## src/include/cam_cfg_table.svh

```systemverilog
// Sensor register settings, one write per entry
// Entry layout is {device address, register address, data}
// Included inside a module body, so every user gets its own copy

localparam int CAM_CFG_TABLE_SIZE = 26;

localparam logic [31:0] CAM_CFG_TABLE [CAM_CFG_TABLE_SIZE] = '{
    32'h78_3008_82, // Soft reset
    32'h78_3008_42, // Power down while loading
    32'h78_3103_03, // Clock from PLL
    32'h78_3017_ff, // Pad output enables
    32'h78_3018_ff,
    32'h78_3034_1a, // MIPI 10 bit mode
    32'h78_3037_13, // PLL root divider
    32'h78_3108_01, // System root divider
    32'h78_3630_36,
    32'h78_3631_0e,
    32'h78_3632_e2,
    32'h78_3633_12,
    32'h78_3621_e0,
    32'h78_3704_a0,
    32'h78_3703_5a,
    32'h78_3715_78,
    32'h78_3717_01,
    32'h78_370b_60,
    32'h78_3705_1a,
    32'h78_3905_02,
    32'h78_3906_10,
    32'h78_3901_0a,
    32'h78_3731_12,
    32'h78_3600_08, // VCM control
    32'h78_3601_33,
    32'h78_3008_02  // Wake up
};

```

## src/source/cam_cfg_pkg.sv

```systemverilog
package cam_cfg_pkg;

    //////////////////////////////
    // FSM encodings

    typedef enum logic [2:0] {
        SEQ_IDLE  = 3'd0,
        SEQ_FETCH = 3'd1,   // ROM address presented
        SEQ_WRITE = 3'd2,   // ROM data valid, launch bus write
        SEQ_WAIT  = 3'd3,   // Waiting on master done
        SEQ_DONE  = 3'd4,
        SEQ_ERROR = 3'd5
    } seq_state_e;

    typedef enum logic [2:0] {
        BUS_IDLE  = 3'd0,
        BUS_START = 3'd1,
        BUS_BIT   = 3'd2,   // One data bit per slot
        BUS_ACK   = 3'd3,   // Ninth clock, slave drives SDA
        BUS_STOP  = 3'd4
    } bus_state_e;

    //////////////////////////////
    // APB register map

    localparam logic [7:0] REG_CTRL     = 8'h00; // Bit 0 start, write 1
    localparam logic [7:0] REG_STATUS   = 8'h04; // Busy, done, error
    localparam logic [7:0] REG_COUNT    = 8'h08;
    localparam logic [7:0] REG_PRESCALE = 8'h0C; // Quarter SCL period in clk cycles
    localparam logic [7:0] REG_PROGRESS = 8'h10; // Fail index and entries done

    localparam logic [15:0] PRESCALE_RESET = 16'd4;

endpackage

```

## src/source/cam_cfg_apb_regs.sv

```systemverilog
`timescale 1ns/1ps

module cam_cfg_apb_regs
    import cam_cfg_pkg::*;
#(
    parameter int CONFIG_DEPTH = 26
) (
    input  logic        clk,
    input  logic        rst_n,
    input  logic        psel,
    input  logic        penable,
    input  logic        pwrite,
    input  logic [7:0]  paddr,
    input  logic [31:0] pwdata,
    input  logic        busy,
    input  logic        done,
    input  logic        error,
    input  logic [7:0]  completed,
    input  logic [7:0]  fail_index,
    output logic [31:0] prdata,
    output logic        pready,
    output logic        pslverr,
    output logic        start,
    output logic [7:0]  count,
    output logic [15:0] prescale
);

    logic access;
    logic wr_en;
    logic mapped;

    assign access = psel && penable;
    assign wr_en  = access && pwrite;
    assign mapped = (paddr == REG_CTRL)     || (paddr == REG_STATUS) ||
                    (paddr == REG_COUNT)    || (paddr == REG_PRESCALE) ||
                    (paddr == REG_PROGRESS);

    assign pready  = 1'b1;                // No wait states
    assign pslverr = access && !mapped;

    //////////////////////////////
    // Writes

    always_ff @(posedge clk) begin
        if (!rst_n) begin
            start    <= 1'b0;
            count    <= 8'(CONFIG_DEPTH);
            prescale <= PRESCALE_RESET;
        end else begin
            // One cycle pulse, dropped while a run is active
            start <= wr_en && (paddr == REG_CTRL) && pwdata[0] && !busy;
            if (wr_en && paddr == REG_COUNT) begin
                count <= pwdata[7:0];
            end
            if (wr_en && paddr == REG_PRESCALE) begin
                prescale <= (pwdata[15:0] == 16'd0) ? 16'd1 : pwdata[15:0];
            end
        end
    end

    //////////////////////////////
    // Read mux

    always_comb begin
        prdata = '0;
        case (paddr)
            REG_STATUS:   prdata = {29'd0, error, done, busy};
            REG_COUNT:    prdata = {24'd0, count};
            REG_PRESCALE: prdata = {16'd0, prescale};
            REG_PROGRESS: prdata = {16'd0, fail_index, completed};
            default:      prdata = '0;  // CTRL reads as zero
        endcase
    end

endmodule

```

## src/source/cam_cfg_rom.sv

```systemverilog
`timescale 1ns/1ps

module cam_cfg_rom #(
    parameter  int CONFIG_DEPTH = 26,
    localparam int ADDR_W       = (CONFIG_DEPTH > 1) ? $clog2(CONFIG_DEPTH) : 1
) (
    input  logic              clk,
    input  logic [ADDR_W-1:0] rom_addr,
    output logic [31:0]       entry
);

    `include "cam_cfg_table.svh"

    logic addr_ok;

    // Addresses past the used depth read as zero
    assign addr_ok = int'(rom_addr) < CONFIG_DEPTH;

    //////////////////////////////
    // Synchronous read port

    always_ff @(posedge clk) begin
        if (addr_ok) begin
            entry <= CAM_CFG_TABLE[rom_addr];
        end else begin
            entry <= '0;
        end
    end

endmodule

```

## src/source/cam_cfg_sequencer.sv

```systemverilog
`timescale 1ns/1ps

module cam_cfg_sequencer
    import cam_cfg_pkg::*;
#(
    parameter  int CONFIG_DEPTH = 26,
    localparam int ADDR_W       = (CONFIG_DEPTH > 1) ? $clog2(CONFIG_DEPTH) : 1
) (
    input  logic              clk,
    input  logic              rst_n,
    input  logic              start,
    input  logic [7:0]        count,
    input  logic [31:0]       entry,
    input  logic              bus_done,
    input  logic              bus_nack,
    output logic [ADDR_W-1:0] rom_addr,
    output logic              write,
    output logic [7:0]        dev_addr,
    output logic [15:0]       reg_addr,
    output logic [7:0]        wr_data,
    output logic              busy,
    output logic              done,
    output logic              error,
    output logic [7:0]        completed,
    output logic [7:0]        fail_index
);

    localparam logic [7:0] DEPTH_8 = 8'(CONFIG_DEPTH);

    seq_state_e        state;
    logic [ADDR_W-1:0] index;
    logic [7:0]        limit;   // Count clamped to the table depth

    // Index stays put through the write, so the fields hold too
    assign rom_addr = index;
    assign dev_addr = entry[31:24];
    assign reg_addr = entry[23:8];
    assign wr_data  = entry[7:0];

    assign busy  = (state == SEQ_FETCH) || (state == SEQ_WRITE) || (state == SEQ_WAIT);
    assign done  = (state == SEQ_DONE);
    assign error = (state == SEQ_ERROR);

    //////////////////////////////
    // Table walk

    always_ff @(posedge clk) begin
        if (!rst_n) begin
            state      <= SEQ_IDLE;
            index      <= '0;
            limit      <= '0;
            completed  <= '0;
            fail_index <= '0;
            write      <= 1'b0;
        end else begin
            write <= 1'b0;
            case (state)
                SEQ_IDLE, SEQ_DONE, SEQ_ERROR: begin
                    if (start) begin    // Also clears done and error
                        index      <= '0;
                        completed  <= '0;
                        fail_index <= '0;
                        limit      <= (count > DEPTH_8) ? DEPTH_8 : count;
                        state      <= (count == 8'd0) ? SEQ_DONE : SEQ_FETCH;
                    end
                end
                SEQ_FETCH: begin
                    state <= SEQ_WRITE;     // ROM registers the entry
                end
                SEQ_WRITE: begin
                    write <= 1'b1;
                    state <= SEQ_WAIT;
                end
                SEQ_WAIT: begin
                    if (bus_done) begin
                        if (bus_nack) begin
                            fail_index <= completed;
                            state      <= SEQ_ERROR;
                        end else begin
                            completed <= completed + 8'd1;
                            index     <= index + 1'b1;
                            if (completed + 8'd1 == limit) begin
                                state <= SEQ_DONE;
                            end else begin
                                state <= SEQ_FETCH;
                            end
                        end
                    end
                end
                default: begin
                    state <= SEQ_IDLE;
                end
            endcase
        end
    end

endmodule

```

## src/source/cam_cfg_top.sv

```systemverilog
`timescale 1ns/1ps

module cam_cfg_top #(
    parameter int CONFIG_DEPTH = 26
) (
    input  logic        clk,
    input  logic        rst_n,
    input  logic        psel,
    input  logic        penable,
    input  logic        pwrite,
    input  logic [7:0]  paddr,
    input  logic [31:0] pwdata,
    output logic [31:0] prdata,
    output logic        pready,
    output logic        pslverr,
    output logic        scl_oe,
    output logic        sda_oe,
    input  logic        sda_in
);

    localparam int ADDR_W = (CONFIG_DEPTH > 1) ? $clog2(CONFIG_DEPTH) : 1;

    // Register block side
    logic        start;
    logic [7:0]  count;
    logic [15:0] prescale;
    logic        busy;
    logic        done;
    logic        error;
    logic [7:0]  completed;
    logic [7:0]  fail_index;

    // Table and bus write side
    logic [ADDR_W-1:0] rom_addr;
    logic [31:0]       entry;
    logic              write;
    logic [7:0]        dev_addr;
    logic [15:0]       reg_addr;
    logic [7:0]        wr_data;
    logic              bus_done;
    logic              bus_nack;

    cam_cfg_apb_regs #(.CONFIG_DEPTH(CONFIG_DEPTH)) u_regs (
        .clk        (clk),
        .rst_n      (rst_n),
        .psel       (psel),
        .penable    (penable),
        .pwrite     (pwrite),
        .paddr      (paddr),
        .pwdata     (pwdata),
        .busy       (busy),
        .done       (done),
        .error      (error),
        .completed  (completed),
        .fail_index (fail_index),
        .prdata     (prdata),
        .pready     (pready),
        .pslverr    (pslverr),
        .start      (start),
        .count      (count),
        .prescale   (prescale)
    );

    cam_cfg_sequencer #(.CONFIG_DEPTH(CONFIG_DEPTH)) u_seq (
        .clk        (clk),
        .rst_n      (rst_n),
        .start      (start),
        .count      (count),
        .entry      (entry),
        .bus_done   (bus_done),
        .bus_nack   (bus_nack),
        .rom_addr   (rom_addr),
        .write      (write),
        .dev_addr   (dev_addr),
        .reg_addr   (reg_addr),
        .wr_data    (wr_data),
        .busy       (busy),
        .done       (done),
        .error      (error),
        .completed  (completed),
        .fail_index (fail_index)
    );

    cam_cfg_rom #(.CONFIG_DEPTH(CONFIG_DEPTH)) u_rom (
        .clk      (clk),
        .rom_addr (rom_addr),
        .entry    (entry)
    );

    sccb_write_master u_master (
        .clk      (clk),
        .rst_n    (rst_n),
        .prescale (prescale),
        .write    (write),
        .dev_addr (dev_addr),
        .reg_addr (reg_addr),
        .wr_data  (wr_data),
        .sda_in   (sda_in),
        .scl_oe   (scl_oe),
        .sda_oe   (sda_oe),
        .done     (bus_done),
        .nack     (bus_nack)
    );

endmodule

```

## src/source/sccb_write_master.sv

```systemverilog
`timescale 1ns/1ps

module sccb_write_master
    import cam_cfg_pkg::*;
(
    input  logic        clk,
    input  logic        rst_n,
    input  logic [15:0] prescale,
    input  logic        write,
    input  logic [7:0]  dev_addr,
    input  logic [15:0] reg_addr,
    input  logic [7:0]  wr_data,
    input  logic        sda_in,
    output logic        scl_oe,     // High pulls SCL low
    output logic        sda_oe,     // High pulls SDA low
    output logic        done,
    output logic        nack
);

    bus_state_e  state;
    logic [15:0] tick_cnt;
    logic        tick;
    logic [1:0]  phase;        // Quarter within the current slot
    logic        slot_end;
    logic [31:0] shift;
    logic [2:0]  bit_cnt;
    logic [1:0]  byte_cnt;
    logic        ack_err;
    logic        scl_pull;
    logic        sda_pull;

    //////////////////////////////
    // Quarter period timebase

    assign tick = (state != BUS_IDLE) &&
                  ((prescale <= 16'd1) || (tick_cnt >= prescale - 16'd1));
    assign slot_end = tick && (phase == 2'd3);

    always_ff @(posedge clk) begin
        if (!rst_n) begin
            tick_cnt <= '0;
            phase    <= '0;
        end else if (state == BUS_IDLE) begin
            tick_cnt <= '0;
            phase    <= '0;
        end else if (tick) begin
            tick_cnt <= '0;
            phase    <= phase + 2'd1;  // Wraps into the next slot
        end else begin
            tick_cnt <= tick_cnt + 16'd1;
        end
    end

    //////////////////////////////
    // Slot sequencing

    always_ff @(posedge clk) begin
        if (!rst_n) begin
            state    <= BUS_IDLE;
            bit_cnt  <= '0;
            byte_cnt <= '0;
            ack_err  <= 1'b0;
            done     <= 1'b0;
            nack     <= 1'b0;
        end else begin
            done <= 1'b0;
            case (state)
                BUS_IDLE: begin
                    if (write) begin
                        state    <= BUS_START;
                        bit_cnt  <= '0;
                        byte_cnt <= '0;
                        ack_err  <= 1'b0;
                    end
                end
                BUS_START: begin
                    if (slot_end) state <= BUS_BIT;
                end
                BUS_BIT: begin
                    if (slot_end) begin
                        bit_cnt <= bit_cnt + 3'd1;
                        if (bit_cnt == 3'd7) state <= BUS_ACK;
                    end
                end
                BUS_ACK: begin
                    if (tick && phase == 2'd2) ack_err <= sda_in;  // Mid SCL high
                    if (slot_end) begin
                        if (ack_err || byte_cnt == 2'd3) begin
                            state <= BUS_STOP;   // Last byte or first NACK
                        end else begin
                            byte_cnt <= byte_cnt + 2'd1;
                            state    <= BUS_BIT;
                        end
                    end
                end
                BUS_STOP: begin
                    if (slot_end) begin
                        done  <= 1'b1;
                        nack  <= ack_err;
                        state <= BUS_IDLE;
                    end
                end
                default: begin
                    state <= BUS_IDLE;
                end
            endcase
        end
    end

    // Four bytes, MSB first
    always_ff @(posedge clk) begin
        if (state == BUS_IDLE && write) begin
            shift <= {dev_addr, reg_addr, wr_data};
        end else if (state == BUS_BIT && slot_end) begin
            shift <= shift << 1;
        end
    end

    //////////////////////////////
    // Line drive per quarter

    always_comb begin
        scl_pull = 1'b0;
        sda_pull = 1'b0;
        case (state)
            BUS_START: begin
                scl_pull = (phase == 2'd3);
                sda_pull = (phase != 2'd0);    // SDA falls with SCL high
            end
            BUS_BIT: begin
                scl_pull = (phase == 2'd0) || (phase == 2'd3);
                sda_pull = ~shift[31];
            end
            BUS_ACK: begin
                scl_pull = (phase == 2'd0) || (phase == 2'd3);
            end
            BUS_STOP: begin
                scl_pull = (phase == 2'd0);
                sda_pull = (phase <= 2'd1);    // SDA rises with SCL high
            end
            default: ;
        endcase
    end

    always_ff @(posedge clk) begin
        if (!rst_n) begin
            scl_oe <= 1'b0;
            sda_oe <= 1'b0;
        end else begin
            scl_oe <= scl_pull;
            sda_oe <= sda_pull;
        end
    end

endmodule

```

## config.mk

```make
export PLATFORM = sky130hd
export DESIGN_NAME = cam_cfg_top
export DESIGN_NICKNAME = d
export VERILOG_FILES = /design/src/source/cam_cfg_pkg.sv /design/src/source/cam_cfg_apb_regs.sv /design/src/source/cam_cfg_rom.sv /design/src/source/cam_cfg_sequencer.sv /design/src/source/cam_cfg_top.sv /design/src/source/sccb_write_master.sv
export VERILOG_INCLUDE_DIRS = /design/src /design/src/include
export SDC_FILE = /design/constraint.sdc
export NUM_CORES = 1
export LEC_CHECK = 0
export ABC_AREA = 1
export BUFFER_PORTS_ARGS = -buffer_cell sky130_fd_sc_hd__buf_4
export CORE_ASPECT_RATIO = 0.9
export CORE_MARGIN = 2
export CORE_UTILIZATION = 47
export CTS_BUF_LIST = sky130_fd_sc_hd__clkbuf_8
export CTS_CLUSTER_SIZE = 14
export DETAILED_ROUTE_END_ITERATION = 8
export PLACE_DENSITY_LB_ADDON = 0.15
export SLEW_MARGIN = 30
export SYNTH_ARGS = -nofsm -noshare
export SYNTH_HDL_FRONTEND = slang
export SYNTH_SLANG_ARGS = --single-unit
export TNS_END_PERCENT = 30
```

## constraint.sdc

```tcl
create_clock -name clk -period 6.4 [get_ports clk]
set_clock_uncertainty 0.2 [all_clocks]
set_input_delay 1.28 -clock clk [delete_from_list [all_inputs] [get_ports clk]]
set_output_delay 1.28 -clock clk [all_outputs]
set_load 0.02 [all_outputs]
```

==> flow_metrics.env <==
export IMPL_synth_edff_count=32
export IMPL_fmax_mhz=224
export IMPL_multiInputGateArea_um2=3590
export IMPL_cts_tree="done"
export IMPL_hp_start="u_seq.limit[5]"
export IMPL_max_stage_delay_ps=460
export IMPL_clock_sinks=139
export IMPL_critPathMaxFanout=9
export IMPL_wirelength_um=16300
export IMPL_cp_start_kind="primary input"
export IMPL_initial_core_util_pct=48.1
export IMPL_power_w=0.00202
export IMPL_min_period_ps=4460
export IMPL_critical_path_endpoint_type="output pin"
export IMPL_p_leak_nw=3.47
export IMPL_finalSetupTns_ps=0
export IMPL_outcome="finished clean"
export IMPL_place_hpwl_um=12100
export IMPL_diodes=0
export IMPL_fill_cells=1524
export IMPL_max_cap_viol_count=0
export IMPL_setup_ws_ps=1940
export IMPL_antenna_found_initial=0
export IMPL_slowest_stage="nor3_2"
export IMPL_clkSlewWorstSetupHoldPaths_ps=80
export IMPL_worst_r2r_setup_slack_ps=2270
export IMPL_hold_class="flop to flop"
export IMPL_dieArea_um2=16800
export IMPL_max_slew_worst_pin_slew_ps=842
export IMPL_rows=43
export IMPL_gr_total_overflow=0
export IMPL_fin_area_um2=8240
export IMPL_slew_headroom_pct=43.7
export IMPL_grt_pass1_wl_um=27200
export IMPL_numCtsBuffers=17
export IMPL_drv_slew=0
export IMPL_synth_cells=987
export IMPL_fin_crit_sh_pct=69.7
export IMPL_areaGrowthSynthToFinish_pct=11.3
export IMPL_post_place_ws_ps=1990
export IMPL_drc_errors=0
export IMPL_grt_pass1_vias=5656
export IMPL_hold_violations=0
export IMPL_reg2reg_from="u_regs.prescale[0]"
export IMPL_ctsRootBufferMaster="clkbuf_8"
export IMPL_yosys_cell_types_count=50
export IMPL_setup_viol=0
export IMPL_critPathRequiredTime_ps=4920
export IMPL_fin_nets=1107
export IMPL_grt_max_degree=39
export IMPL_dpl_cell_area_um2=7830
export IMPL_peakVddDrop_v=0.000145
export IMPL_die_height_um=123
export IMPL_critPathMostFrequentCell="buf_4"
export IMPL_seq_area_frac_synth_pct=41.9
export IMPL_design_core_area_um2=15400
export IMPL_power_density_nw_per_um2=245
export IMPL_crit_type="primary input to output pin"
export IMPL_drtPass1Iterations=5
export IMPL_cts_resized=0
export IMPL_crit_start="paddr[5]"
export IMPL_path_cells="buf_4, nor3_1, nand2_1, nor3_2, inv_2, o22ai_1, a21oi_1, o21ai_1, buf_4"
export IMPL_h_tree_depth=4
export IMPL_synthArstFlopShare_pct=0
export IMPL_ioPinCount=82
export IMPL_vias=6210
export IMPL_grt_usage_pct=20.6
export IMPL_synth_top_cell_area_share_pct=29.0
export IMPL_synth_area_leaders="dfxtp_1 29%, edfxtp_1 13%, nand2_1 12%"
export IMPL_gp_congestion=0.932
export IMPL_via_per_inst=5.00
export IMPL_post_cts_buffers=0
export IMPL_fp_dieW_um=136
export IMPL_syn_area_um2=7400
export IMPL_final_seq_area_um2=3100
export IMPL_yosys_area_top_type="dfxtp_1"
export IMPL_cts_buffer_depth=2
export IMPL_holdBufCountCts=0
export IMPL_ys_ff_latch=139
export IMPL_drtIter0Drc=346
export IMPL_ant_nets=0
export IMPL_ys_warnings_count=0
export IMPL_avgSynthCellArea_um2=7.49
export IMPL_wl_per_cell_um=13.1
export IMPL_synth_top_flop_cell="dfxtp_1"
export IMPL_critPathArrivalTime_ps=2980
export IMPL_drive_above_1_share_pct=12.0
export IMPL_post_route_util_pct=53.5
export IMPL_rsz0062_at_grt="false"
export IMPL_port_buffer_count=48
export IMPL_clk_latency_ps=450
[logic make-up (layout without fill, tap and decap cells)]
group | count (synthesis) | in the layout | synth area share [%]
other | 2 | 17 | 0.102
AND/OR/NAND/NOR | 438 | 438 | 25.7
adder cells (fa/ha/maj) | 34 | 34 | 5.75
buffers and inverters | 179 | 217 | 10.3
flip-flops | 139 | 139 | 41.9
AO/OA/AOI/OAI | 168 | 168 | 13.0
XOR/XNOR | 27 | 27 | 3.20
[per-stage QoR]
stage / hold slack [ps] / std cells
2_1_floorplan: 230 / 1002
4_1_cts: 273 / 1242
3_5_place_dp: 260 / 1210
6_report: 268 / 1242
5_1_grt: 294 / 1242
3_3_place_gp: 251 / 1210
[Yosys cell counts (4+ instances only)]
cell	number
a31oi_1	6
o21ai_1	27
dfxtp_1	107
nand4_1	7
nor2_2	7
nor2_1	98
edfxtp_1	32
nand2_2	5
o211ai_1	5
buf_2	7
nor3b_1	4
o221ai_1	6
inv_2	19
ha_1	34
inv_1	115
o21ai_0	34
nor4_1	7
nand2_1	233
nand3_1	37
nor3_2	4
nor3_1	24
clkbuf_1	18
buf_4	17
a21oi_1	65
xor2_1	25
a211oi_1	4
[area by class of cell]
type | instances | area share [%]
repair buffers | 50 | 4.56
clock buffers | 17 | 2.84
flip-flops and latches | 139 | 37.7
well taps | 202 | 3.07
inverters | 135 | 6.15
multi-input cells | 684 | 43.6
clock inverters | 15 | 2.11
[flip-flops by register name, summed over array words and instances, names as in the netlist, 8 cells and up]
signal and cells:
u_master.tick_cnt 16, u_seq.limit 8, u_seq.completed 8, u_regs.count 8
u_rom.entry 18, u_master.shift 32, u_seq.fail_index 8, u_regs.prescale 16
[metal layers]
layer / GRT usage [%] / wire length (µm) / up-vias
li1: - / - / 3284
met1: 28.7 / 8250 / 2779
met2: 32.0 / 7150 / 128
met3: 4.06 / 693 / 19
met4: 6.64 / 235 / 0
met5: 0 / 0 / -
[path summary, 6_finish.rpt]
path                                            end  depth (start not counted)
worst max-delay path                      prdata[1]                          9
worst min-delay path                 u_seq.limit[5]                          2
worst max register to register  u_master.bit_cnt[0]                         20
worst min register to register       u_seq.limit[5]                          2
[layout by cell type, fill, tap and decap left out, types with 24 or more instances in the layout]
cell      instances
inv_1           118
o21ai_0          34
nor3_1           24
o21ai_1          27
a21oi_1          65
nand3_1          37
buf_4            50
nand2_1         233
ha_1             34
nor2_1           98
xor2_1           25
edfxtp_1         32
dfxtp_1         107
[power breakdown]
part	total, W	internal (W)	leakage (nW)	switching, W
Combinational	0.000298	0.0000927	2.10	0.000205
Clock	0.000739	0.000386	0.211	0.000352
Sequential	0.000979	0.000954	1.15	0.0000244
[critical path: cells and delay by family]
family                 cells  cell delay (ps)
AO/OA/AOI/OAI              3              390
buffers and inverters      3              420
AND/OR/NAND/NOR            3              890
Power figures use the tool's default switching activity.
